**config.mk**
```make
export PLATFORM = sky130hd
export DESIGN_NAME = tag_store
export DESIGN_NICKNAME = d
export VERILOG_FILES = /design/src/common/sdram_cache_pkg.sv /design/src/logic/bram_byte.sv /design/src/logic/tag_store.sv
export SDC_FILE = /design/constraint.sdc
export NUM_CORES = 1
export LEC_CHECK = 0
export BUFFER_PORTS_ARGS = -buffer_cell sky130_fd_sc_hd__buf_2
export CORE_AREA = 10 10 415 417
export CTS_CLUSTER_DIAMETER = 200
export CTS_CLUSTER_SIZE = 12
export DETAILED_ROUTE_END_ITERATION = 10
export DIE_AREA = 0 0 425 427
export GPL_TIMING_DRIVEN = 0
export PLACE_DENSITY_LB_ADDON = 0.1
export SYNTH_ARGS = -nofsm -noshare
export SYNTH_HDL_FRONTEND = slang
export SYNTH_HIERARCHICAL = 1
export SYNTH_SLANG_ARGS = --single-unit
```
**constraint.sdc**
```tcl
create_clock -name clk -period 16.15 [get_ports clk]
set_input_delay 1.615 -clock clk [delete_from_list [all_inputs] [get_ports clk]]
set_output_delay 1.615 -clock clk [all_outputs]
set_load 0.005 [all_outputs]
```
**src/common/sdram_cache_pkg.sv**
```systemverilog
// sdram cache package
// geometry, address split, tag word layout, controller commands,
// timing constants and sequencer state codes
`default_nettype none

package sdram_cache_pkg;

  // 8 words per line, 64 lines
  localparam int COL_BITS = 3;
  localparam int COL_COUNT = 8;
  localparam int LINE_BITS = 6;
  localparam int LINE_COUNT = 64;

  // word addressed controller, tag is what is left above line and column
  localparam int SDRAM_ADDR_BITS = 21;
  localparam int TAG_BITS = SDRAM_ADDR_BITS - LINE_BITS - COL_BITS;

  // processor byte address |tag|line|col|00|
  localparam int COL_LSB = 2;
  localparam int LINE_LSB = COL_LSB + COL_BITS;
  localparam int TAG_LSB = LINE_LSB + LINE_BITS;

  // flags stored just above the tag
  localparam int VALID_BIT = 12;
  localparam int DIRTY_BIT = 13;

  // controller commands
  localparam logic [2:0] CMD_REFRESH = 3'b001;
  localparam logic [2:0] CMD_ACTIVATE = 3'b011;
  localparam logic [2:0] CMD_WRITE = 3'b100;
  localparam logic [2:0] CMD_READ = 3'b101;

  // cycles after the read command cycle before the first word, CL=2
  localparam logic [2:0] READ_WAIT = 3'd4;
  localparam logic [9:0] REFRESH_PERIOD = 10'd600;
  localparam logic [7:0] BURST_LEN = 8'(COL_COUNT - 1);

  // sequencer states
  localparam logic [3:0] ST_INIT_REFRESH = 4'd0;
  localparam logic [3:0] ST_IDLE = 4'd1;
  localparam logic [3:0] ST_REFRESH = 4'd2;
  localparam logic [3:0] ST_EVICT_ACT = 4'd3;
  localparam logic [3:0] ST_EVICT_STREAM = 4'd4;
  localparam logic [3:0] ST_EVICT_DONE = 4'd5;
  localparam logic [3:0] ST_FILL_ACT = 4'd6;
  localparam logic [3:0] ST_FILL_WAIT = 4'd7;
  localparam logic [3:0] ST_FILL_STREAM = 4'd8;
  localparam logic [3:0] ST_TAG_COMMIT = 4'd9;

endpackage

`default_nettype wire

```
**src/logic/bram_byte.sv**
```systemverilog
// single port block ram, one word per cache line
// per byte write enables, registered write-first read
`timescale 1ns/1ps
`default_nettype none

module bram_byte (
  input wire clk,
  input wire [3:0] write_enable,
  input wire [sdram_cache_pkg::LINE_BITS-1:0] address,
  input wire [31:0] data_in,
  output logic [31:0] data_out
);

  logic [31:0] mem [sdram_cache_pkg::LINE_COUNT];

  // ram powers up cleared so every tag starts out invalid
  initial begin
    for (int i = 0; i < sdram_cache_pkg::LINE_COUNT; i++) begin
      mem[i] = '0;
    end
  end

  always @(posedge clk) begin
    for (int i = 0; i < 4; i++) begin
      if (write_enable[i]) begin
        mem[address][8*i+:8] <= data_in[8*i+:8];
      end
      // written bytes show up on the output in the next cycle
      data_out[8*i+:8] <= write_enable[i] ? data_in[8*i+:8] : mem[address][8*i+:8];
    end
  end

endmodule

`default_nettype wire

```
**src/logic/tag_store.sv**
```systemverilog
// cache tag store
// one tag word per line holding tag, valid and dirty flags;
// decodes hit, busy and data_out_ready for the processor side
`timescale 1ns/1ps
`default_nettype none

module tag_store (
  input wire clk,
  input wire enable,
  input wire [31:0] address,
  input wire [3:0] write_enable,
  input wire filling,
  input wire tag_fill_we,
  output logic hit,
  output logic line_dirty,
  output logic [sdram_cache_pkg::TAG_BITS-1:0] cached_tag,
  output logic cpu_write_hit,
  output logic busy,
  output logic data_out_ready
);

  wire [sdram_cache_pkg::LINE_BITS-1:0] line_ix =
    address[sdram_cache_pkg::LINE_LSB+:sdram_cache_pkg::LINE_BITS];
  wire [sdram_cache_pkg::TAG_BITS-1:0] addr_tag =
    address[sdram_cache_pkg::TAG_LSB+:sdram_cache_pkg::TAG_BITS];

  logic [sdram_cache_pkg::LINE_BITS-1:0] line_q;
  logic [31:0] tag_word;
  logic [3:0] tag_we;
  logic [31:0] tag_wdata;

  // ram output belongs to the line read in the previous cycle
  always_ff @(posedge clk) begin
    line_q <= line_ix;
  end

  wire line_valid = tag_word[sdram_cache_pkg::VALID_BIT];
  assign cached_tag = tag_word[sdram_cache_pkg::TAG_BITS-1:0];
  assign line_dirty = line_valid && tag_word[sdram_cache_pkg::DIRTY_BIT];

  // no hit on the first cycle of a new line, the ram has not caught up yet
  assign hit = line_valid && cached_tag == addr_tag && line_q == line_ix;
  assign busy = enable && !hit;
  assign data_out_ready = enable && hit && write_enable == 4'b0000;
  assign cpu_write_hit = enable && hit && write_enable != 4'b0000 && !filling;

  always_comb begin
    tag_we = 4'b0000;
    tag_wdata = '0;
    tag_wdata[sdram_cache_pkg::TAG_BITS-1:0] = addr_tag;
    if (tag_fill_we) begin
      // freshly filled line, valid and clean
      tag_we = 4'b1111;
      tag_wdata[sdram_cache_pkg::VALID_BIT] = 1'b1;
    end else if (cpu_write_hit) begin
      // write hit marks the line dirty
      tag_we = 4'b1111;
      tag_wdata[sdram_cache_pkg::VALID_BIT] = 1'b1;
      tag_wdata[sdram_cache_pkg::DIRTY_BIT] = 1'b1;
    end
  end

  bram_byte u_tag_ram (
    .clk(clk),
    .write_enable(tag_we),
    .address(line_ix),
    .data_in(tag_wdata),
    .data_out(tag_word)
  );

  // the sequencer only commits a tag at the end of a fill
  a_tag_fill_in_fill: assert property (@(posedge clk) tag_fill_we |-> filling);

endmodule

`default_nettype wire

```
==> After elaboration in Yosys (flattened, before gate mapping) <==
Memories as Yosys holds them, arrays and structs flattened. A register that Yosys moved wholly into a read port is not among the register bits.
Index checks and enable logic that the tools add are counted.
{ "classes": {"eq_ne": 2, "mux": 9, "reduce_logical": 12} }
{ "ops": {"columns": ["operator", "count"], "rows": [
  ["12-bit == test", 1],
  ["1-bit logical AND", 8],
  ["4-bit two-way mux", 2],
  ["6-bit == test", 1],
  ["1-bit two-way mux", 6],
  ["4-bit logical NOT", 1],
  ["4-bit nonzero test", 1],
  ["1-bit logical NOT", 2],
  ["2-bit two-way mux", 1]
]} }
{ "totals": {"ff_bits": 6, "ramBits": 896, "in_bits": 40, "output_inout_bits": 17, "word_cells": 25, "n_memories": 1} }
{ "memory_table": {"columns": ["memory", "words", "width", "read_ports", "rd_clocked_by_memory_dff", "write_ports", "line_no", "source"], "rows": [
  ["u_tag_ram.mem", 64, 14, 1, 1, 1, "bram_byte.sv:14", "logic [31:0] mem [sdram_cache_pkg::LINE_COUNT];"]
]} }

==> Depth between registers and ports, before layout <==
{ "depth": {"word_depth": 10, "depth_mapped": 18, "mapped_depth_nobuf": 10} }

==> By module <==
The synthesis kept the hierarchy.
{ "modules_own_cells": {"columns": ["mod", "instances", "cells_per_inst", "area_each_um2", "seq_area_each_um2"], "rows": [
  ["bram_byte", 1, 3923, 81116.5, 61619.1],
  ["tag_store", 1, 44, 407.9, 120.1]
]} }

==> Worst setup path before layout <==
Ideal clock, no wire load.
{ "synth_timing": {"path_type": "reg2reg", "from": "register with a tool-made name", "to": "memory u_tag_ram/mem[10][0] (netlist bit), enable pin", "setup_ns": 0.332, "arrival_ns": 5.257, "required_ns": 15.818, "slack_ns": 10.562, "path_stages_with_launch": 16, "n_path_buf": 6, "synth_period_minus_slack_ns": 5.588, "path_cell_list": "dfxtp_1 buf_6 buf_6 buf_2 mux4_2 a22o_1 o22ai_1 nor3_1 xnor2_1 nand3_1 or3_1 buf_6 o31ai_2 buf_1 clkbuf_1 and2_1"} }
{ "synth_lines": {"columns": ["item", "line_no"], "rows": [
  ["end, declared", "bram_byte.sv:14"]
]} }

==> impl_metrics.py <==
metrics = {
    "drt": {
        "drtPass1Iterations": 5,
        "drt-initial-drc-count": 1728,
        "remaining_drc_errors": 0,
        "vias_per_cell": 4.545,
        "post_drt_wl_per_cell_um": 34.18,
        "wl_um": 148600,
        "vias": 19760,
        "postRouteAntennaNets": 0,
    },
    "clock_tree": {
        "cts-buffers-inserted": 85,
        "h-tree-depth": 3,
        "clock_latency_ns": 0.71,
        "cts.root.buffer_cell": "clkbuf_16",
        "cts.path.max_buffers": 3,
        "cts.clk_slew.worst_paths_ns": 0.06,
        "cts_resized": 0,
        "post_cts_buffers": 0,
        "cts_tree": "built",
        "ctsHoldBuffers": 0,
        "cts_sinks": 908,
    },
    "global_route": {
        "busiest_layer": "met2",
        "use_met2_pct": 25.70,
        "grt_start_max_net_pins": 66,
        "grt_usage_pct": 16.10,
        "grt_use_met1_pct": 22.69,
        "antenna_found_initial": 9,
        "grt.met3_usage_pct": 2.440,
        "gr-total-overflow": 0,
        "grt_pass1_vias": 19980,
        "grt_pass1_wl_um": 194400,
    },
    "sta": {
        "max_slew.worst_pin.slew_ns": 1.494,
        "worst_slack_ns": 7.450,
        "rsz0062_at_grt": "no",
        "finalSetupViolations": 0,
        "fmax_mhz": 114.9,
        "tns_ns": 0,
        "fin_skew_ns": 0.03375,
        "period_share_pct": 53.87,
        "final_max_slew_viol_count": 0,
        "slew_headroom_pct": 0.3876,
        "post-route-min-period_ns": 8.700,
        "final_hold_viol_count": 0,
    },
    "floorplan": {
        "die_area_um2": 181500,
        "pin_count": 57,
        "rows": 149,
        "fp.dieH_um": 427,
        "core_area_um2": 164100,
        "die_x_um": 425,
        "start_util_pct": 22.72,
    },
    "hold_path": {
        "holdPathStages": 1,
        "hold_path_class": "input port to register",
        "hold_start": "address[5]",
        "hold_end": "line_q[0]",
    },
    "setup_path": {
        "crit_buf_inv": 8,
        "worstSetupEndpointType": "register",
        "cp_top_family": "buffers and inverters",
        "cp_cell_sequence": "buf_6, buf_2, clkbuf_1, buf_2, nand2_1, a21oi_1, a22oi_1, nor3_1, xnor2_1, nand3_1, or3_1, buf_6, o31ai_4, buf_8, buf_1, clkbuf_1, and2_1",
        "r2r_cells": 17,
        "max_stage_delay_ns": 1.06,
        "cp_num_cells": 17,
        "cp_data_required_time_ns": 16.47,
        "r2r_end": "u_tag_ram/mem[20][3]",
        "crit_fanout": 21,
        "regToRegSetupSlack_ns": 7.45,
        "worst_setup_path_start_kind": "register",
        "slowest_stage": "nor3_1",
        "worstSetupPathType": "register to register",
        "arrival_ns": 9.02,
    },
    "place": {
        "hpwlAfterDp_um": 108100,
        "gp_congestion": 0.8788,
        "place_inst": 4225,
        "io_buffers": 42,
        "placed_area_um2": 40610,
        "preCtsSetupSlack_ns": 7.775,
    },
    "synth": {
        "ys_warn_count": 6,
        "syn_area_um2": 37270,
        "synth_fp_nets": 2019,
        "synth_cells": 1979,
        "syn_area_per_cell_um2": 18.84,
    },
    "pwr": {
        "power_density_nw_per_um2": 112.9,
        "vdd_drop_max_mv": 0.07209,
        "leakage_uw": 0.01357,
    },
    "status": {
        "violations": "capacitance limit",
        "outcome": "finished with violations",
    },
    "finish": {
        "drive_gt1_share_pct": 22.77,
        "nets": 2164,
        "final_cell_mix": "edfxtp_1 (896), mux4_2 (145), and2_1 (133)",
        "finalInstanceArea_um2": 42960,
        "area_delta_synth_final_pct": 15.24,
        "final_common_cell": "edfxtp_1",
        "instances_no_fill": 4347,
    },
    "run": {
        "max_cap_violations": 1,
    },
}
state kept, by name, summed over array words and instances, names as in the netlist, named ones only:
name	cells
line_q	6
u_tag_ram/mem	896
metal layers:
metal	vias to the layer above	part of all wire (%)
met3	149	4.0
met1	10970	47
li1	8110	-
met2	531	46
met5	-	0
met4	0	3.0
how the worst max path moves through the flow:
stage | from | endpoint | slack (ns)
after floorplan | register | u_tag_ram/mem[10][0] | 10.69
after global placement | register | u_tag_ram/mem[50][0] | 3.79
after detailed placement | register | u_tag_ram/mem[48][4] | 7.77
after CTS | register | u_tag_ram/mem[20][3] | 7.80
after global routing | register | u_tag_ram/mem[20][3] | 7.57
final | register | u_tag_ram/mem[20][3] | 7.45
report_power, final:
| group | switching (uW) | total (uW) | leakage, uW | internal, uW |
|---|---|---|---|---|
| sequential | 3.89 | 2610 | 0.00833 | 2600 |
| clock | 865 | 1850 | 0.00112 | 985 |
| combinational | 275 | 394 | 0.00412 | 119 |
cell type report:
| cell class | count | area, um2 |
|---|---|---|
| fillers | 16670 | 121100 |
| well taps | 2189 | 2739 |
| multi-input cells | 840 | 8616 |
| flip-flops and latches | 908 | 27150 |
| inverters | 3 | 11.26 |
| clock inverters | 2 | 38.79 |
| diodes | 6 | 15.01 |
| clock buffers | 113 | 2275 |
| plain buffers | 228 | 1549 |
| repair buffers | 58 | 566.8 |
per-stage QoR:
step | power [uW] | hold WS (ns) | util (%)
global placement | 3041 | 1.827 | 24.52
finish | 4850 | 1.124 | 26.18
CTS | 4920 | 1.073 | 26.16
global route | 5010 | 1.091 | 26.17
floorplan | 2827 | 1.104 | -
detailed placement | 3051 | 1.339 | 24.75
Power figures use the tool's default switching activity.
