**config.mk**
```make
export PLATFORM = sky130hd
export DESIGN_NAME = sdram_seq
export DESIGN_NICKNAME = d
export VERILOG_FILES = /design/src/common/sdram_cache_pkg.sv /design/src/sdram_seq/sdram_seq.sv
export SDC_FILE = /design/constraint.sdc
export NUM_CORES = 1
export LEC_CHECK = 0
export ABC_CLOCK_PERIOD_IN_PS = 5210
export BUFFER_PORTS_ARGS = -buffer_cell sky130_fd_sc_hd__buf_2
export CORE_MARGIN = 5
export CORE_UTILIZATION = 41
export CTS_CLUSTER_DIAMETER = 100
export CTS_CLUSTER_SIZE = 24
export DETAILED_ROUTE_END_ITERATION = 12
export PLACE_DENSITY = 0.88
export SKIP_LAST_GASP = 1
export SLEW_MARGIN = 30
export SYNTH_ARGS = -nofsm -noshare
export SYNTH_HDL_FRONTEND = slang
export SYNTH_SLANG_ARGS = --single-unit
```
**constraint.sdc**
```tcl
create_clock -name clk -period 5.21 [get_ports clk]
set_input_delay 0.2605 -clock clk [delete_from_list [all_inputs] [get_ports clk]]
set_output_delay 0.2605 -clock clk [all_outputs]
set_load 0.1 [all_outputs]
```
**src/common/sdram_cache_pkg.sv**
```systemverilog
// sdram cache package
// geometry, address split, tag word layout, controller commands,
// timing constants and sequencer state codes
`default_nettype none

package sdram_cache_pkg;

  // 8 words per line, 64 lines
  localparam int COL_BITS = 3;
  localparam int COL_COUNT = 8;
  localparam int LINE_BITS = 6;
  localparam int LINE_COUNT = 64;

  // word addressed controller, tag is what is left above line and column
  localparam int SDRAM_ADDR_BITS = 21;
  localparam int TAG_BITS = SDRAM_ADDR_BITS - LINE_BITS - COL_BITS;

  // processor byte address |tag|line|col|00|
  localparam int COL_LSB = 2;
  localparam int LINE_LSB = COL_LSB + COL_BITS;
  localparam int TAG_LSB = LINE_LSB + LINE_BITS;

  // flags stored just above the tag
  localparam int VALID_BIT = 12;
  localparam int DIRTY_BIT = 13;

  // controller commands
  localparam logic [2:0] CMD_REFRESH = 3'b001;
  localparam logic [2:0] CMD_ACTIVATE = 3'b011;
  localparam logic [2:0] CMD_WRITE = 3'b100;
  localparam logic [2:0] CMD_READ = 3'b101;

  // cycles after the read command cycle before the first word, CL=2
  localparam logic [2:0] READ_WAIT = 3'd4;
  localparam logic [9:0] REFRESH_PERIOD = 10'd600;
  localparam logic [7:0] BURST_LEN = 8'(COL_COUNT - 1);

  // sequencer states
  localparam logic [3:0] ST_INIT_REFRESH = 4'd0;
  localparam logic [3:0] ST_IDLE = 4'd1;
  localparam logic [3:0] ST_REFRESH = 4'd2;
  localparam logic [3:0] ST_EVICT_ACT = 4'd3;
  localparam logic [3:0] ST_EVICT_STREAM = 4'd4;
  localparam logic [3:0] ST_EVICT_DONE = 4'd5;
  localparam logic [3:0] ST_FILL_ACT = 4'd6;
  localparam logic [3:0] ST_FILL_WAIT = 4'd7;
  localparam logic [3:0] ST_FILL_STREAM = 4'd8;
  localparam logic [3:0] ST_TAG_COMMIT = 4'd9;

endpackage

`default_nettype wire

```
**src/sdram_seq/sdram_seq.sv**
```systemverilog
// sdram sequencer for the cache
// issues the refresh after reset and periodic refreshes while idle,
// writes back a dirty victim line and fills the missing line
`timescale 1ns/1ps
`default_nettype none

module sdram_seq (
  input wire clk,
  input wire rst_n,
  input wire enable,
  input wire [31:0] address,
  input wire hit,
  input wire line_dirty,
  input wire [sdram_cache_pkg::TAG_BITS-1:0] cached_tag,
  input wire [31:0] evict_word,
  input wire [31:0] sdrc_data_out,
  input wire sdrc_cmd_ack,
  output logic filling,
  output logic [sdram_cache_pkg::COL_COUNT-1:0] fill_col_we,
  output logic [31:0] fill_word,
  output logic tag_fill_we,
  output logic [sdram_cache_pkg::COL_BITS-1:0] evict_col,
  output logic sdrc_cmd_en,
  output logic [2:0] sdrc_cmd,
  output logic [sdram_cache_pkg::SDRAM_ADDR_BITS-1:0] sdrc_addr,
  output logic [7:0] sdrc_data_len,
  output logic [31:0] sdrc_data_in
);

  wire [sdram_cache_pkg::LINE_BITS-1:0] line_ix =
    address[sdram_cache_pkg::LINE_LSB+:sdram_cache_pkg::LINE_BITS];
  wire [sdram_cache_pkg::TAG_BITS-1:0] addr_tag =
    address[sdram_cache_pkg::TAG_LSB+:sdram_cache_pkg::TAG_BITS];

  // line start addresses, column bits zero
  wire [sdram_cache_pkg::SDRAM_ADDR_BITS-1:0] victim_addr =
    {cached_tag, line_ix, {sdram_cache_pkg::COL_BITS{1'b0}}};
  wire [sdram_cache_pkg::SDRAM_ADDR_BITS-1:0] fill_addr =
    {addr_tag, line_ix, {sdram_cache_pkg::COL_BITS{1'b0}}};

  logic [3:0] state;
  logic [sdram_cache_pkg::LINE_BITS-1:0] line_q;
  logic cmd_pending;
  logic [9:0] idle_cnt;
  logic [2:0] wait_cnt;
  logic [sdram_cache_pkg::COL_BITS-1:0] col;

  // previous command acked, now or earlier
  wire cmd_done = !sdrc_cmd_en && (!cmd_pending || sdrc_cmd_ack);
  // only trust a miss once the tag ram shows the current line
  wire miss = enable && !hit && line_ix == line_q;

  assign filling = state == sdram_cache_pkg::ST_FILL_ACT ||
                   state == sdram_cache_pkg::ST_FILL_WAIT ||
                   state == sdram_cache_pkg::ST_FILL_STREAM ||
                   state == sdram_cache_pkg::ST_TAG_COMMIT;
  assign tag_fill_we = state == sdram_cache_pkg::ST_TAG_COMMIT;
  assign fill_word = sdrc_data_out;
  assign evict_col = col;
  // write data follows the column counter, col 0 in the command cycle
  assign sdrc_data_in = evict_word;

  always_comb begin
    fill_col_we = '0;
    if (state == sdram_cache_pkg::ST_FILL_STREAM) begin
      fill_col_we[col] = 1'b1;
    end
  end

  always_ff @(posedge clk) begin
    line_q <= line_ix;
  end

  // set by a command pulse, cleared by its ack
  always_ff @(posedge clk) begin
    if (!rst_n) begin
      cmd_pending <= 1'b0;
    end else if (sdrc_cmd_en) begin
      cmd_pending <= 1'b1;
    end else if (sdrc_cmd_ack) begin
      cmd_pending <= 1'b0;
    end
  end

  always_ff @(posedge clk) begin
    if (!rst_n) begin
      state <= sdram_cache_pkg::ST_INIT_REFRESH;
      sdrc_cmd_en <= 1'b0;
      idle_cnt <= '0;
      wait_cnt <= '0;
      col <= '0;
    end else begin
      // commands are single cycle pulses
      sdrc_cmd_en <= 1'b0;
      case (state)
        sdram_cache_pkg::ST_INIT_REFRESH: begin
          sdrc_cmd_en <= 1'b1;
          sdrc_cmd <= sdram_cache_pkg::CMD_REFRESH;
          sdrc_addr <= '0;
          sdrc_data_len <= '0;
          state <= sdram_cache_pkg::ST_REFRESH;
        end
        sdram_cache_pkg::ST_IDLE: begin
          idle_cnt <= idle_cnt + 1'b1;
          if (cmd_done) begin
            // refresh wins over a pending miss
            if (idle_cnt > sdram_cache_pkg::REFRESH_PERIOD) begin
              sdrc_cmd_en <= 1'b1;
              sdrc_cmd <= sdram_cache_pkg::CMD_REFRESH;
              sdrc_addr <= '0;
              sdrc_data_len <= '0;
              state <= sdram_cache_pkg::ST_REFRESH;
            end else if (miss) begin
              sdrc_cmd_en <= 1'b1;
              sdrc_cmd <= sdram_cache_pkg::CMD_ACTIVATE;
              sdrc_data_len <= '0;
              if (line_dirty) begin
                sdrc_addr <= victim_addr;
                state <= sdram_cache_pkg::ST_EVICT_ACT;
              end else begin
                sdrc_addr <= fill_addr;
                state <= sdram_cache_pkg::ST_FILL_ACT;
              end
            end
          end
        end
        sdram_cache_pkg::ST_REFRESH: begin
          if (cmd_done) begin
            idle_cnt <= '0;
            state <= sdram_cache_pkg::ST_IDLE;
          end
        end
        sdram_cache_pkg::ST_EVICT_ACT: begin
          // row open, burst the victim line out
          if (cmd_done) begin
            sdrc_cmd_en <= 1'b1;
            sdrc_cmd <= sdram_cache_pkg::CMD_WRITE;
            sdrc_addr <= victim_addr;
            sdrc_data_len <= sdram_cache_pkg::BURST_LEN;
            col <= '0;
            state <= sdram_cache_pkg::ST_EVICT_STREAM;
          end
        end
        sdram_cache_pkg::ST_EVICT_STREAM: begin
          col <= col + 1'b1;
          if (col == sdram_cache_pkg::COL_BITS'(sdram_cache_pkg::COL_COUNT - 1)) begin
            state <= sdram_cache_pkg::ST_EVICT_DONE;
          end
        end
        sdram_cache_pkg::ST_EVICT_DONE: begin
          // write acked, open the row of the missing line
          if (cmd_done) begin
            sdrc_cmd_en <= 1'b1;
            sdrc_cmd <= sdram_cache_pkg::CMD_ACTIVATE;
            sdrc_addr <= fill_addr;
            sdrc_data_len <= '0;
            state <= sdram_cache_pkg::ST_FILL_ACT;
          end
        end
        sdram_cache_pkg::ST_FILL_ACT: begin
          if (cmd_done) begin
            sdrc_cmd_en <= 1'b1;
            sdrc_cmd <= sdram_cache_pkg::CMD_READ;
            sdrc_addr <= fill_addr;
            sdrc_data_len <= sdram_cache_pkg::BURST_LEN;
            wait_cnt <= '0;
            state <= sdram_cache_pkg::ST_FILL_WAIT;
          end
        end
        sdram_cache_pkg::ST_FILL_WAIT: begin
          // entered in the read command cycle
          wait_cnt <= wait_cnt + 1'b1;
          if (wait_cnt == sdram_cache_pkg::READ_WAIT) begin
            col <= '0;
            state <= sdram_cache_pkg::ST_FILL_STREAM;
          end
        end
        sdram_cache_pkg::ST_FILL_STREAM: begin
          col <= col + 1'b1;
          if (col == sdram_cache_pkg::COL_BITS'(sdram_cache_pkg::COL_COUNT - 1)) begin
            state <= sdram_cache_pkg::ST_TAG_COMMIT;
          end
        end
        sdram_cache_pkg::ST_TAG_COMMIT: begin
          // tag written this cycle, hit shows up next cycle
          state <= sdram_cache_pkg::ST_IDLE;
        end
        default: begin
          state <= sdram_cache_pkg::ST_IDLE;
        end
      endcase
    end
  end

  a_cmd_pulse: assert property (@(posedge clk) disable iff (!rst_n)
    sdrc_cmd_en |=> !sdrc_cmd_en);

  // a new command only after the previous one was acked
  a_cmd_acked: assert property (@(posedge clk) disable iff (!rst_n)
    sdrc_cmd_en |-> !cmd_pending);

endmodule

`default_nettype wire

```
After elaboration in Yosys (flattened, before gate mapping). Index checks and enable logic that the tools add are counted.

Register bits: 60. Input bits: 114. Logic and storage cells: 117.

Add/subtract/negate cells: 3. $lt $le $gt $ge: 3. Equal/unequal tests: 23. Muxes and demuxes: 48. Reductions and logical operators: 30.

Operator list (count): $mux 21 (6); $pmux 21 s4 (1); $mux 8 (6); $mux 4 (10); $pmux 4 s9 (1); $pmux 8 s4 (1); $mux 3 (9); $pmux 10 s2 (1); $eq 4x3->1 const B (4); $pmux 3 s5 (1); $ne 2x2->1 const B (6); $reduce_and 6->1 (2); $add 10x1->10 const B (1); $gt 10x10->1 const B (1); $mux 10 (1); $pmux 3 s3 (1); $reduce_and 9->1 (1); $eq 4x2->1 const B (2); $eq 4x4->1 const B (2); $ne 2x1->1 const B (4); $reduce_bool 4->1 (2); $mux 1 (7); $reduce_and 7->1 (1); $add 3x1->3 const B (2); other kinds (20) (34).

Logic depth before layout (Yosys ltp). Gate-level depths: netlist of the first run.

Depth in word-level cells: 7. Depth in mapped cells: 8. Mapped depth without buffers: 8.

Least setup slack after synthesis of the first run. No wires, ideal clock.

Kind: register to register. From: register sdrc_cmd_en. To: register sdrc_addr[10] in the netlist's numbering (enable). Data arrival time: 4.288 ns. Slack: 0.430 ns. Cell stages (with the launch flop): 4. Buffers on the path: 0. Period minus slack after synthesis: 4.780 ns. Cell sequence: dfxtp_1 > nor4_1 > a31oi_2 > a2111oi_0.

Word-level cells in the longest chain between the ends: 4. Elaborated cells between the ends (all ways): 6. Classes of those cells: 3 x eq/ne; 3 x reduce/logical.

RTL lines: from (decl) (RTL line sdram_seq.sv:23) `output logic sdrc_cmd_en,`; from (signal assigned) (RTL line sdram_seq.sv:88) `sdrc_cmd_en <= 1'b0;`; from (signal assigned) (RTL line sdram_seq.sv:94) `sdrc_cmd_en <= 1'b0;`; from (signal assigned) (RTL line sdram_seq.sv:97) `sdrc_cmd_en <= 1'b1;`; $logic_not 1->1 (*) (RTL line sdram_seq.sv:49) `wire cmd_done = !sdrc_cmd_en && (!cmd_pending || sdrc_cmd_ack);`; $logic_and 1x1->1 (*) (RTL line sdram_seq.sv:49); $ne 2x1->1 (no line) or $ne 2x2->1 (tied branches); $reduce_and 6->1 (no line) (*); to (signal assigned) (RTL line sdram_seq.sv:118) `sdrc_addr <= victim_addr;`; to (signal assigned) (RTL line sdram_seq.sv:121) `sdrc_addr <= fill_addr;`; to (signal assigned) (RTL line sdram_seq.sv:138) `sdrc_addr <= victim_addr;`; to (decl) (RTL line sdram_seq.sv:25) `output logic [sdram_cache_pkg::SDRAM_ADDR_BITS-1:0] sdrc_addr,`.

Every way passes the cells marked *; elsewhere a longest branch is shown, timed or not. A chain may end at the register's enable or synchronous reset.

Worst setup path in the final report of the first run.
From: register state[0]. To: register sdrc_addr[11] in the netlist's numbering (data pin).

Word-level cells in the longest chain between the ends: 3. Elaborated cells between the ends (all ways): 7. Classes of those cells: 4 x eq/ne; 1 x mux; 2 x reduce/logical.

RTL lines: from (decl) (RTL line sdram_seq.sv:41) `logic [3:0] state;`; from (signal assigned) (RTL line sdram_seq.sv:87) `state <= sdram_cache_pkg::ST_INIT_REFRESH;`; from (signal assigned) (RTL line sdram_seq.sv:101) `state <= sdram_cache_pkg::ST_REFRESH;`; from (signal assigned) (RTL line sdram_seq.sv:112) `state <= sdram_cache_pkg::ST_REFRESH;`; $eq 4x3->1 (RTL line sdram_seq.sv:95) `case (state)`; $reduce_or 2->1 (no line); $pmux 21 s4 (*) (RTL line sdram_seq.sv:95).

Marks and branches as above.

==> metrics.md, run 1 <==
| Metric | Value |
|---|---|
| Global route total overflow | 0 |
| Routed WL per cell | between 15 and 20 µm |
| Synthesized area per cell | 9.46 µm² |
| Max Clk Rate | around 400 MHz |
| Post-Layout Cell Count | 427 |
| Vias | 2,192 |
| Register bit count reported by yosys | 50 |
| Post-synth top cells | buf_4, dfxtp_1, nor2_1, edfxtp_1, nand2_1 |
| Final hold violation count | 0 |
| Final nets | 446 |
| CP startpoint | state[0] |
| WP buf/inv | 0 |
| First-pass DRT Iterations | 4 |
| Status | finished clean |
| Tmin final | around 2500 ps |
| Port Buffer Count | 73 |
| Worst Hold Class | in2reg |
| Reg2Reg Setup Slack | 2730 ps |
| Setup bufs post-CTS | 0 |
| Synthesized area | 3040 µm² |
| Remaining antenna violation count after routing | 0 |
| I/O pin total | 224 |
| Rows | 31 |
| Layout Utilization | 0.424 |
| CTS tree | done |
| Worst Reg-to-Reg Cells | 5 |
| CP endpoint | sdrc_addr[11] |
| Final clock skew | 10.4 ps |
| Max-cap violations | 0 |
| Worst-Margin Slew | 834 ps |
| Clock buffer depth | 2 |
| Synth cell types | 50 |
| Die W | 96.0 µm |
| Setup tns final | 0 ps |
| CP max FO | 21 |
| Iter 0 DRT Violations | approximately 150 |
| Seq/Total Area, Yosys | 0.402 |
| Post-synth EDFFs | 22 |
| Final Setup Violations | 0 |
| Area grow syn2layout | 0.701% |
| Clock Latency Late Sink | about 310 ps |
| Pleak | 1.30 nW |
| Num CTS Buffers | 5 |
| CP Data Required Time | 5380 ps |
| IR Drop Worst-Case VDD | roughly 0.17 mV |
| Yosys Warn Count | 0 |
| Root Driver | clkbuf_8 |
| Gate Count Post-Synth | ~320 |
| Detailed Route WL | approximately 6.6 mm |
| Worst hold slack | 88.0 ps |
| Async set or reset register ratio after synthesis | 0 |
| Arr. time, crit path | 2660 ps |
| Synth top area cells | edfxtp_1, buf_4, dfxtp_1 |
| R2r startpoint | state[0] |
| Startpoint class of the critical path | flop |
| Largest net degree at the start of global routing | 25 |
| Initial antenna violation count | 1 |
| Placed Area | 2960 µm² |
| Routability cong. | 0.828 |
| Pre-CTS setup slack | roughly 2700 ps |
| Crit path depth | 5 |
| Final Power | 1.89 mW |
| Die Ht | around 96 µm |
| Total GRT Usage | 0.137 |
| Design Area, Final | 3060 µm² |
| Reg clk slew, reported paths | 90 ps |
| Number of remaining DRC errors | 0 |
| Initial Utilization | 0.421 |
| Slowest stage cell, crit path | dfxtp_1 |
| RSZ-0062 raised after global routing | no |
| Top cell type's share of synthesized area | 0.218 |
| First-pass GRT wire length | 9.86 mm |
| WS Path Type | reg2reg |
| PwrDens | 617 nW/µm² |
| Vias per inst | 5.13 |
| Placed Cells incl. Taps | 418 |
| Slew headroom | 0.440 |
| Largest delay share family, worst path | compound AO/OA/AOI/OAI gates |
| Crit-path cells | nand2b_1, nor3_2, nand2_1, o21ai_1, a22o_1 |
| Share of layout cells above drive strength 1 | 0.284 |
| Slack of the critical path | 2730 ps |
| Post-DP HPWL | 5.17 mm |
| Die ar. | 9220 µm² |
| Crit. End Element | flop |
| Post-cts sizing count | 0 |
| Synth area leader | edfxtp_1 |
| Clock Sink Count | 50 |
| Max stage delay on crit path | 750 ps |
| H-Tree Level Count | 2 |
| CTS Hold Bufs | 0 |
| Most common flop cell mapped by yosys | dfxtp_1 |
| Period utilization | 0.477 |
| Core area | approximately 7200 µm² |
| Vias in the first global route | 2,104 |
| Worst r2r dst | sdrc_addr[11] |
| Most common cell in the netlist | buf_4 |
| Final slew viol count | 0 |
## where the power goes
part	switching [mW]	leakage [nW]	internal, mW
sequential	0.0799	0.441	0.533
clock	0.128	0.0441	0.0944
combinational	0.832	0.812	0.219
## final cells by class
cell class                      instances  area, µm²
Clock buffer                            5       68.8
Antenna cell                            1       2.50
Tap cell                               99        124
Sequential cell                        50       1220
Multi-Input combinational cell        188       1220
Fill cell                             698       4160
Inverter                                7       26.3
Clock inverter                          3       21.3
Timing Repair Buffer                   74        373
## registers in the layout (all words and copies together), names as in the netlist
name	count
state	4
wait_cnt	3
sdrc_cmd	3
sdrc_addr	18
sdrc_cmd_en	1
sdrc_data_len	1
idle_cnt	10
evict_col	3
cmd_pending	1
line_q	6
## cells by family (layout without fill, tap and decap cells)
group	count (synthesis)	count (layout)	synth area share
simple gates	97	97	0.167
buf+inv	90	89	0.207
compound gates	59	59	0.146
flops	50	50	0.402
xor+xnor	17	17	0.0491
fa+ha+maj	6	6	0.0247
other cells	1	9	0.00124
mux	1	1	0.00330
## layout by cell type, fill, tap and decap left out, types with 4 or more instances in the layout
cell type,instances
nor3_1,4
ha_1,6
xor2_1,14
nand4_1,4
nand2b_1,6
inv_1,7
o21ai_0,10
nor2_1,27
nand3_1,5
and2_1,9
dfxtp_1,28
edfxtp_1,22
clkbuf_8,5
buf_2,73
nand2_1,22
conb_1,8
a21oi_1,10
a22o_1,12
and3_1,5
## per-layer routing
metal | track usage | up-vias | wire length (µm)
li1 | - | 1043 | -
met1 | 0.130 | 988 | 2260
met2 | 0.254 | 131 | 3320
met3 | 0.0438 | 30 | 782
met4 | 0.0853 | 0 | 244
met5 | 0 | - | 0
## worst min-delay path by stage
stage | startpoint | end | cells past startpoint
finish | address[7] | line_q[2] | 1
CTS | address[7] | line_q[2] | 1
floorplan | address[5] | line_q[0] | 0
global placement | address[7] | line_q[2] | 1
detailed placement | address[7] | line_q[2] | 1
global route | address[7] | line_q[2] | 1
Power figures use the tool's default switching activity.
==> run 2, diff against run 1 <==
Settings changed: ABC_AREA set to 1, ABC_CLOCK_PERIOD_IN_PS 5210 to 2600, PLACE_DENSITY 0.88 to 0.89.
Clock period 5.21 ns to 2.6 ns, I/O delays scaled along.
==> metrics.md, run 2 <==
| Metric | Value |
|---|---|
| IR Drop Worst-Case VDD | between 0.3 and 0.4 mV |
| Clock Sink Count | 50 |
| H-Tree Level Count | 2 |
| Met1 GRT Util | 0.132 |
| Area grow syn2layout | 5.14% |
| Register bit count reported by yosys | 50 |
| Most frequent cells in the layout | nand2_1, buf_2, inv_1 |
| Max-cap violations | 0 |
| Vias per inst | 4.59 |
| Remaining antenna violation count after routing | 0 |
| Post-cts sizing count | 0 |
| Period utilization | 0.781 |
| Synthesized area | 2990 µm² |
| Iter 0 DRT Violations | 86 |
| Final Power | 3.91 mW |
| Crit. End Element | flop |
| Post-synth top cells | nand2_1, buf_4, nor2_1, inv_1, dfxtp_1 |
| Routability cong. | 0.896 |
| Worst Hold Class | in2reg |
| Vias | ~2,400 |
| Port Buffer Count | 73 |
| First-pass GRT wire length | 9.99 mm |
| Reg clk slew, reported paths | 90 ps |
| Most common flop cell mapped by yosys | dfxtp_1 |
| Met3 global-route usage | 0.0355 |
| Seq/Total Area, Yosys | 0.408 |
| Biggest regs | sdrc_addr (18), idle_cnt (10), line_q (6) |
| Hold Startpoint | address[19] |
| Total GRT Usage | 0.140 |
| Pleak | 1.58 nW |
| Max Clk Rate | around 490 MHz |
| Placed Area | ~3000 µm² |
| Synth area leader | edfxtp_1 |
| Root Driver | clkbuf_8 |
| Die Ht | roughly 95 µm |
| Die W | 95.4 µm |
| Synth cell types | 33 |
| Number of remaining DRC errors | 0 |
| Startpoint class of the critical path | flop |
| Status | finished clean |
| I/O pin total | 224 |
| Vias in the first global route | 2,166 |
| Ant diodes | 0 |
| Largest reg by FF count | sdrc_addr |
| Final hold violation count | 0 |
| Arr. time, crit path | 1980 ps |
| Die ar. | 9100 µm² |
| Worst r2r dst | sdrc_cmd[0] |
| PwrDens | around 1200 nW/µm² |
| Reg2Reg Setup Slack | 570 ps |
| Initial Utilization | 0.417 |
| Synth top area cells | edfxtp_1, dfxtp_1, buf_4 |
| Worst Reg-to-Reg Cells | 8 |
| Yosys Warn Count | 0 |
| RSZ-0062 raised after global routing | no |
| WS Path Type | reg2reg |
| CP Data Required Time | 2550 ps |
| Post-DP HPWL | 5.34 mm |
| Worst hold stages | 3 |
| Final Setup Violations | 0 |
| Async set or reset register ratio after synthesis | 0 |
| Setup bufs post-CTS | 0 |
| Tmin final | 2030 ps |
| Top cell type's share of synthesized area | 0.221 |
| Clock buffer depth | 2 |
| Max FFs per register | 18 |
| Area occupied by multi-input gates | 1090 µm² |
| Most common cell in the netlist | nand2_1 |
| Routed WL per cell | 12.7 µm |
| Worst-Margin Slew | 629 ps |
| Met2 Resource Use GR | 0.269 |
| Post-synth EDFFs | 22 |
| Core area | 7180 µm² |
| Final nets | roughly 540 |
| Clock Latency Late Sink | 300 ps |
| Synthesized area per cell | 7.50 µm² |
| CP max FO | 7 |
| Num CTS Buffers | 5 |
| FF/Latch Area | 1220 µm² |
| Slew headroom | 0.577 |
| Detailed Route WL | 6.55 mm |
| Busiest grt layer | met2 |
| Fillcell total | 656 |
| R2r startpoint | state[1] |
| CTS Hold Bufs | 6 |
| Setup tns final | 0 ps |
| Hold EP | sdrc_addr[17] |
| CTS tree | done |
| Initial antenna violation count | 0 |
| Largest net degree at the start of global routing | 19 |
| Gate Count Post-Synth | 399 |
| Most common cell after layout, fill and taps aside | nand2_1 |
| Global route total overflow | 0 |
| Final slew viol count | 0 |
| Design Area, Final | 3150 µm² |
| First-pass DRT Iterations | 4 |
| Share of layout cells above drive strength 1 | 0.245 |
| Final clock skew | 6.23 ps |
| Rows | 31 |
run 2: cell types whose count changed after synthesis, sizes merged, moves of 9 or more:
cell / previous run / this run
and2: 9 / 0
nor2: 28 / 48
nand2: 22 / 118
a22o: 12 / 0
xor2: 14 / 2
inv: 7 / 45
run 2: cells by family after synthesis:
group,synth area share
DFF,0.408
adders and majority gates,0.0251
other,0.00125
xor gates and xnor gates,0.00586
AOI/OAI and AO/OA,0.0460
buffers and inverters,0.249
and+or+nand+nor,0.265
run 2: worst max-delay path by stage:
| stage | slack, ps | to | start |
|---|---|---|---|
| after floorplan | -520 | filling | state[0] |
| after global placement | 720 | sdrc_addr[3] | state[1] |
| after detailed placement | 580 | sdrc_cmd[2] | state[1] |
| after CTS | 570 | sdrc_cmd[1] | state[1] |
| after global routing | 360 | sdrc_cmd[2] | state[1] |
| final | 570 | sdrc_cmd[0] | state[1] |
run 2: report_power, final:
group | internal, mW | total, mW | switching (mW)
combinational | 0.345 | 2.22 | 1.87
clock | 0.287 | 0.534 | 0.247
sequential | 1.08 | 1.16 | 0.0836
total | 1.71 | 3.91 | 2.20
run 2: worst max-delay path, stage by stage (launching register included):
cell and delay (ps):
dfxtp_1 460, nand2_1 110, nor2_1 140, inv_1 100, nand2_1 120, inv_1 90, nand2_1 90, o22ai_1 120
nor3_1 450
run 2: metal layers:
metal,wire [µm],share of wire
met2,3240,0.49
met5,0,0
met1,2290,0.35
met3,715,0.11
met4,307,0.047
run 2: final cells by class:
type                            instances  share of cell area
Clock buffer                            6              0.0231
Clock inverter                          2              0.0119
Inverter                               45              0.0537
Multi-Input combinational cell        234               0.346
Sequential cell                        50               0.388
Tap cell                               99              0.0394
Timing Repair Buffer                   80               0.138
run 2: metrics by stage:
stage / instances / setup WS [ps] / hold slack [ps] / util
finish: 516 / 568 / 88.8 / 0.438
global placement: 502 / 719 / 258 / 0.415
CTS: 516 / 565 / 89.0 / 0.438
floorplan: 406 / -524 / 158 / -
detailed placement: 502 / 579 / 258 / 0.415
global route: 516 / 365 / 87.6 / 0.438
==> run 3, diff against run 2 <==
Settings changed: ABC_AREA 1 to 0, ABC_CLOCK_PERIOD_IN_PS 2600 to 1800, CORE_UTILIZATION 41 to 37, PLACE_DENSITY 0.89 to 0.84.
Clock period 2.6 ns to 1.8 ns, I/O delays scaled along.
==> metrics.md, run 3 (synthesized netlist as in run 1, its figures left out) <==
| Metric | Value |
|---|---|
| Number of remaining DRC errors | 0 |
| Design Area, Final | 4010 µm² |
| Slew headroom | 0.570 |
| Ant diodes | 0 |
| Core area | 8090 µm² |
| Final nets | around 500 |
| Met2 Resource Use GR | 0.277 |
| Slack of the critical path | -112 ps |
| Startpoint class of the critical path | flop |
| Rows | 33 |
| Tmin final | 1910 ps |
| Vias | between 2,000 and 2,500 |
| Die ar. | just over 10,000 µm² |
| PwrDens | between 1500 and 2000 nW/µm² |
| Busiest grt layer | met2 |
| Max-cap violations | 0 |
| CTS tree | done |
| Met1 GRT Util | 0.152 |
| Global route total overflow | 0 |
| Most frequent cells in the layout | buf_2, buf_4, edfxtp_1 |
| Share of layout cells above drive strength 1 | 0.467 |
| Worst Hold Class | in2reg |
| Most common cell after layout, fill and taps aside | buf_2 |
| Port Buffer Count | 73 |
| Reg clk slew, reported paths | 100 ps |
| Largest reg by FF count | sdrc_addr |
| Status | finished, violations left |
| Iter 0 DRT Violations | 130 |
| H-Tree Level Count | 2 |
| Num CTS Buffers | 5 |
| Final hold violation count | 0 |
| Pleak | 1.68 nW |
| RSZ-0062 raised after global routing | yes |
| WS Path Type | reg2reg |
| Area grow syn2layout | 32.1% |
| Fillcell total | roughly 700 |
| Largest net degree at the start of global routing | 19 |
| Vias per inst | 5.09 |
| Period utilization | 1.06 |
| First-pass GRT wire length | about 12 mm |
| Failing checks | negative setup slack |
| Final Power | 6.67 mW |
| IR Drop Worst-Case VDD | 0.662 mV |
| Biggest regs | sdrc_addr (18), idle_cnt (10), line_q (6) |
| I/O pin total | about 220 |
| Detailed Route WL | between 8 and 9 mm |
| First-pass DRT Iterations | 4 |
| Clock Sink Count | 50 |
| Clock buffer depth | 2 |
| Initial antenna violation count | 0 |
| Placed Area | 3590 µm² |
| CP max FO | 5 |
| Routed WL per cell | 16.8 µm |
| Post-DP HPWL | 6.11 mm |
| Arr. time, crit path | 2080 ps |
| Worst hold slack | approximately 66 ps |
| Max FFs per register | 18 |
| Initial Utilization | 0.375 |
| CP Data Required Time | 1970 ps |
| Final clock skew | 9.26 ps |
| Crit. End Element | flop |
| Root Driver | clkbuf_8 |
| Die W | 101 µm |
| Max Clk Rate | ~520 MHz |
| Final slew viol count | 0 |
| Clock Latency Late Sink | 310 ps |
| Total GRT Usage | 0.152 |
| Die Ht | 101 µm |
| Remaining antenna violation count after routing | 0 |
| Worst-Margin Slew | 644 ps |
| Routability cong. | 0.841 |
| Final Setup Violations | 32 |
| Met3 global-route usage | 0.0498 |
| Vias in the first global route | 2,452 |
-- run 3: worst max-delay path, stage by stage (launching register included) --
cell      delay (ps)
dfxtp_1          320
xor2_1           150
nor4_2           270
buf_4            160
a31oi_4          110
buf_6            160
buf_4            130
a21boi_4         210
o211a_1          200
o31ai_2           70
-- run 3: worst paths after layout --
check / from / to / slack (ps) / depth (start not counted)
worst max-delay path: line_q[1] / state[2] / -110 / 9
worst min-delay path: cached_tag[1] / sdrc_addr[10] / 70 / 2
worst max register to register: line_q[1] / state[2] / -110 / 9
worst min register to register: wait_cnt[0] / wait_cnt[0] / 470 / 2
-- run 3: cell type report --
cell class | instances | area [µm²] | area share
inverters | 7 | 26.3 | 0.00655
well taps | 105 | 131 | 0.0328
clock buffers | 5 | 68.8 | 0.0172
flip-flops and latches | 50 | 1250 | 0.311
clock inverters | 3 | 68.8 | 0.0172
multi-input cells | 189 | 1450 | 0.363
repair buffers | 129 | 1010 | 0.252
-- run 3: per-stage QoR --
step | utilization | TNS, ps | std cells | setup slack [ps]
3_5_place_dp | 0.444 | -4980 | 464 | -202
4_1_cts | 0.481 | -2890 | 482 | -114
5_1_grt | 0.496 | -4830 | 488 | -185
6_report | 0.496 | -2530 | 488 | -112
3_3_place_gp | 0.444 | -2390 | 464 | -203
2_1_floorplan | - | -8240 | 328 | -407
-- run 3: repair_timing --
action	CTS	global route
buffers inserted	4	5
hold buffers	6	0
gates cloned	0	1
pin swaps	7	12
endpoints found under the setup margin	43	53
endpoints found under the hold margin	6	0
gates resized for setup	18	11
-- run 3: power by group --
part	switching [mW]	total, mW	internal (mW)
Clock	0.388	0.945	0.557
Combinational	2.82	4.01	1.19
Sequential	0.145	1.71	1.57
Total	3.35	6.67	3.31
-- run 3: metal layers --
metal  routed length, µm  vias to the layer above
met1                2750                     1139
li1                    -                     1156
met5                   0                        -
met3                 905                       39
met2                4240                      148
met4                 327                        0
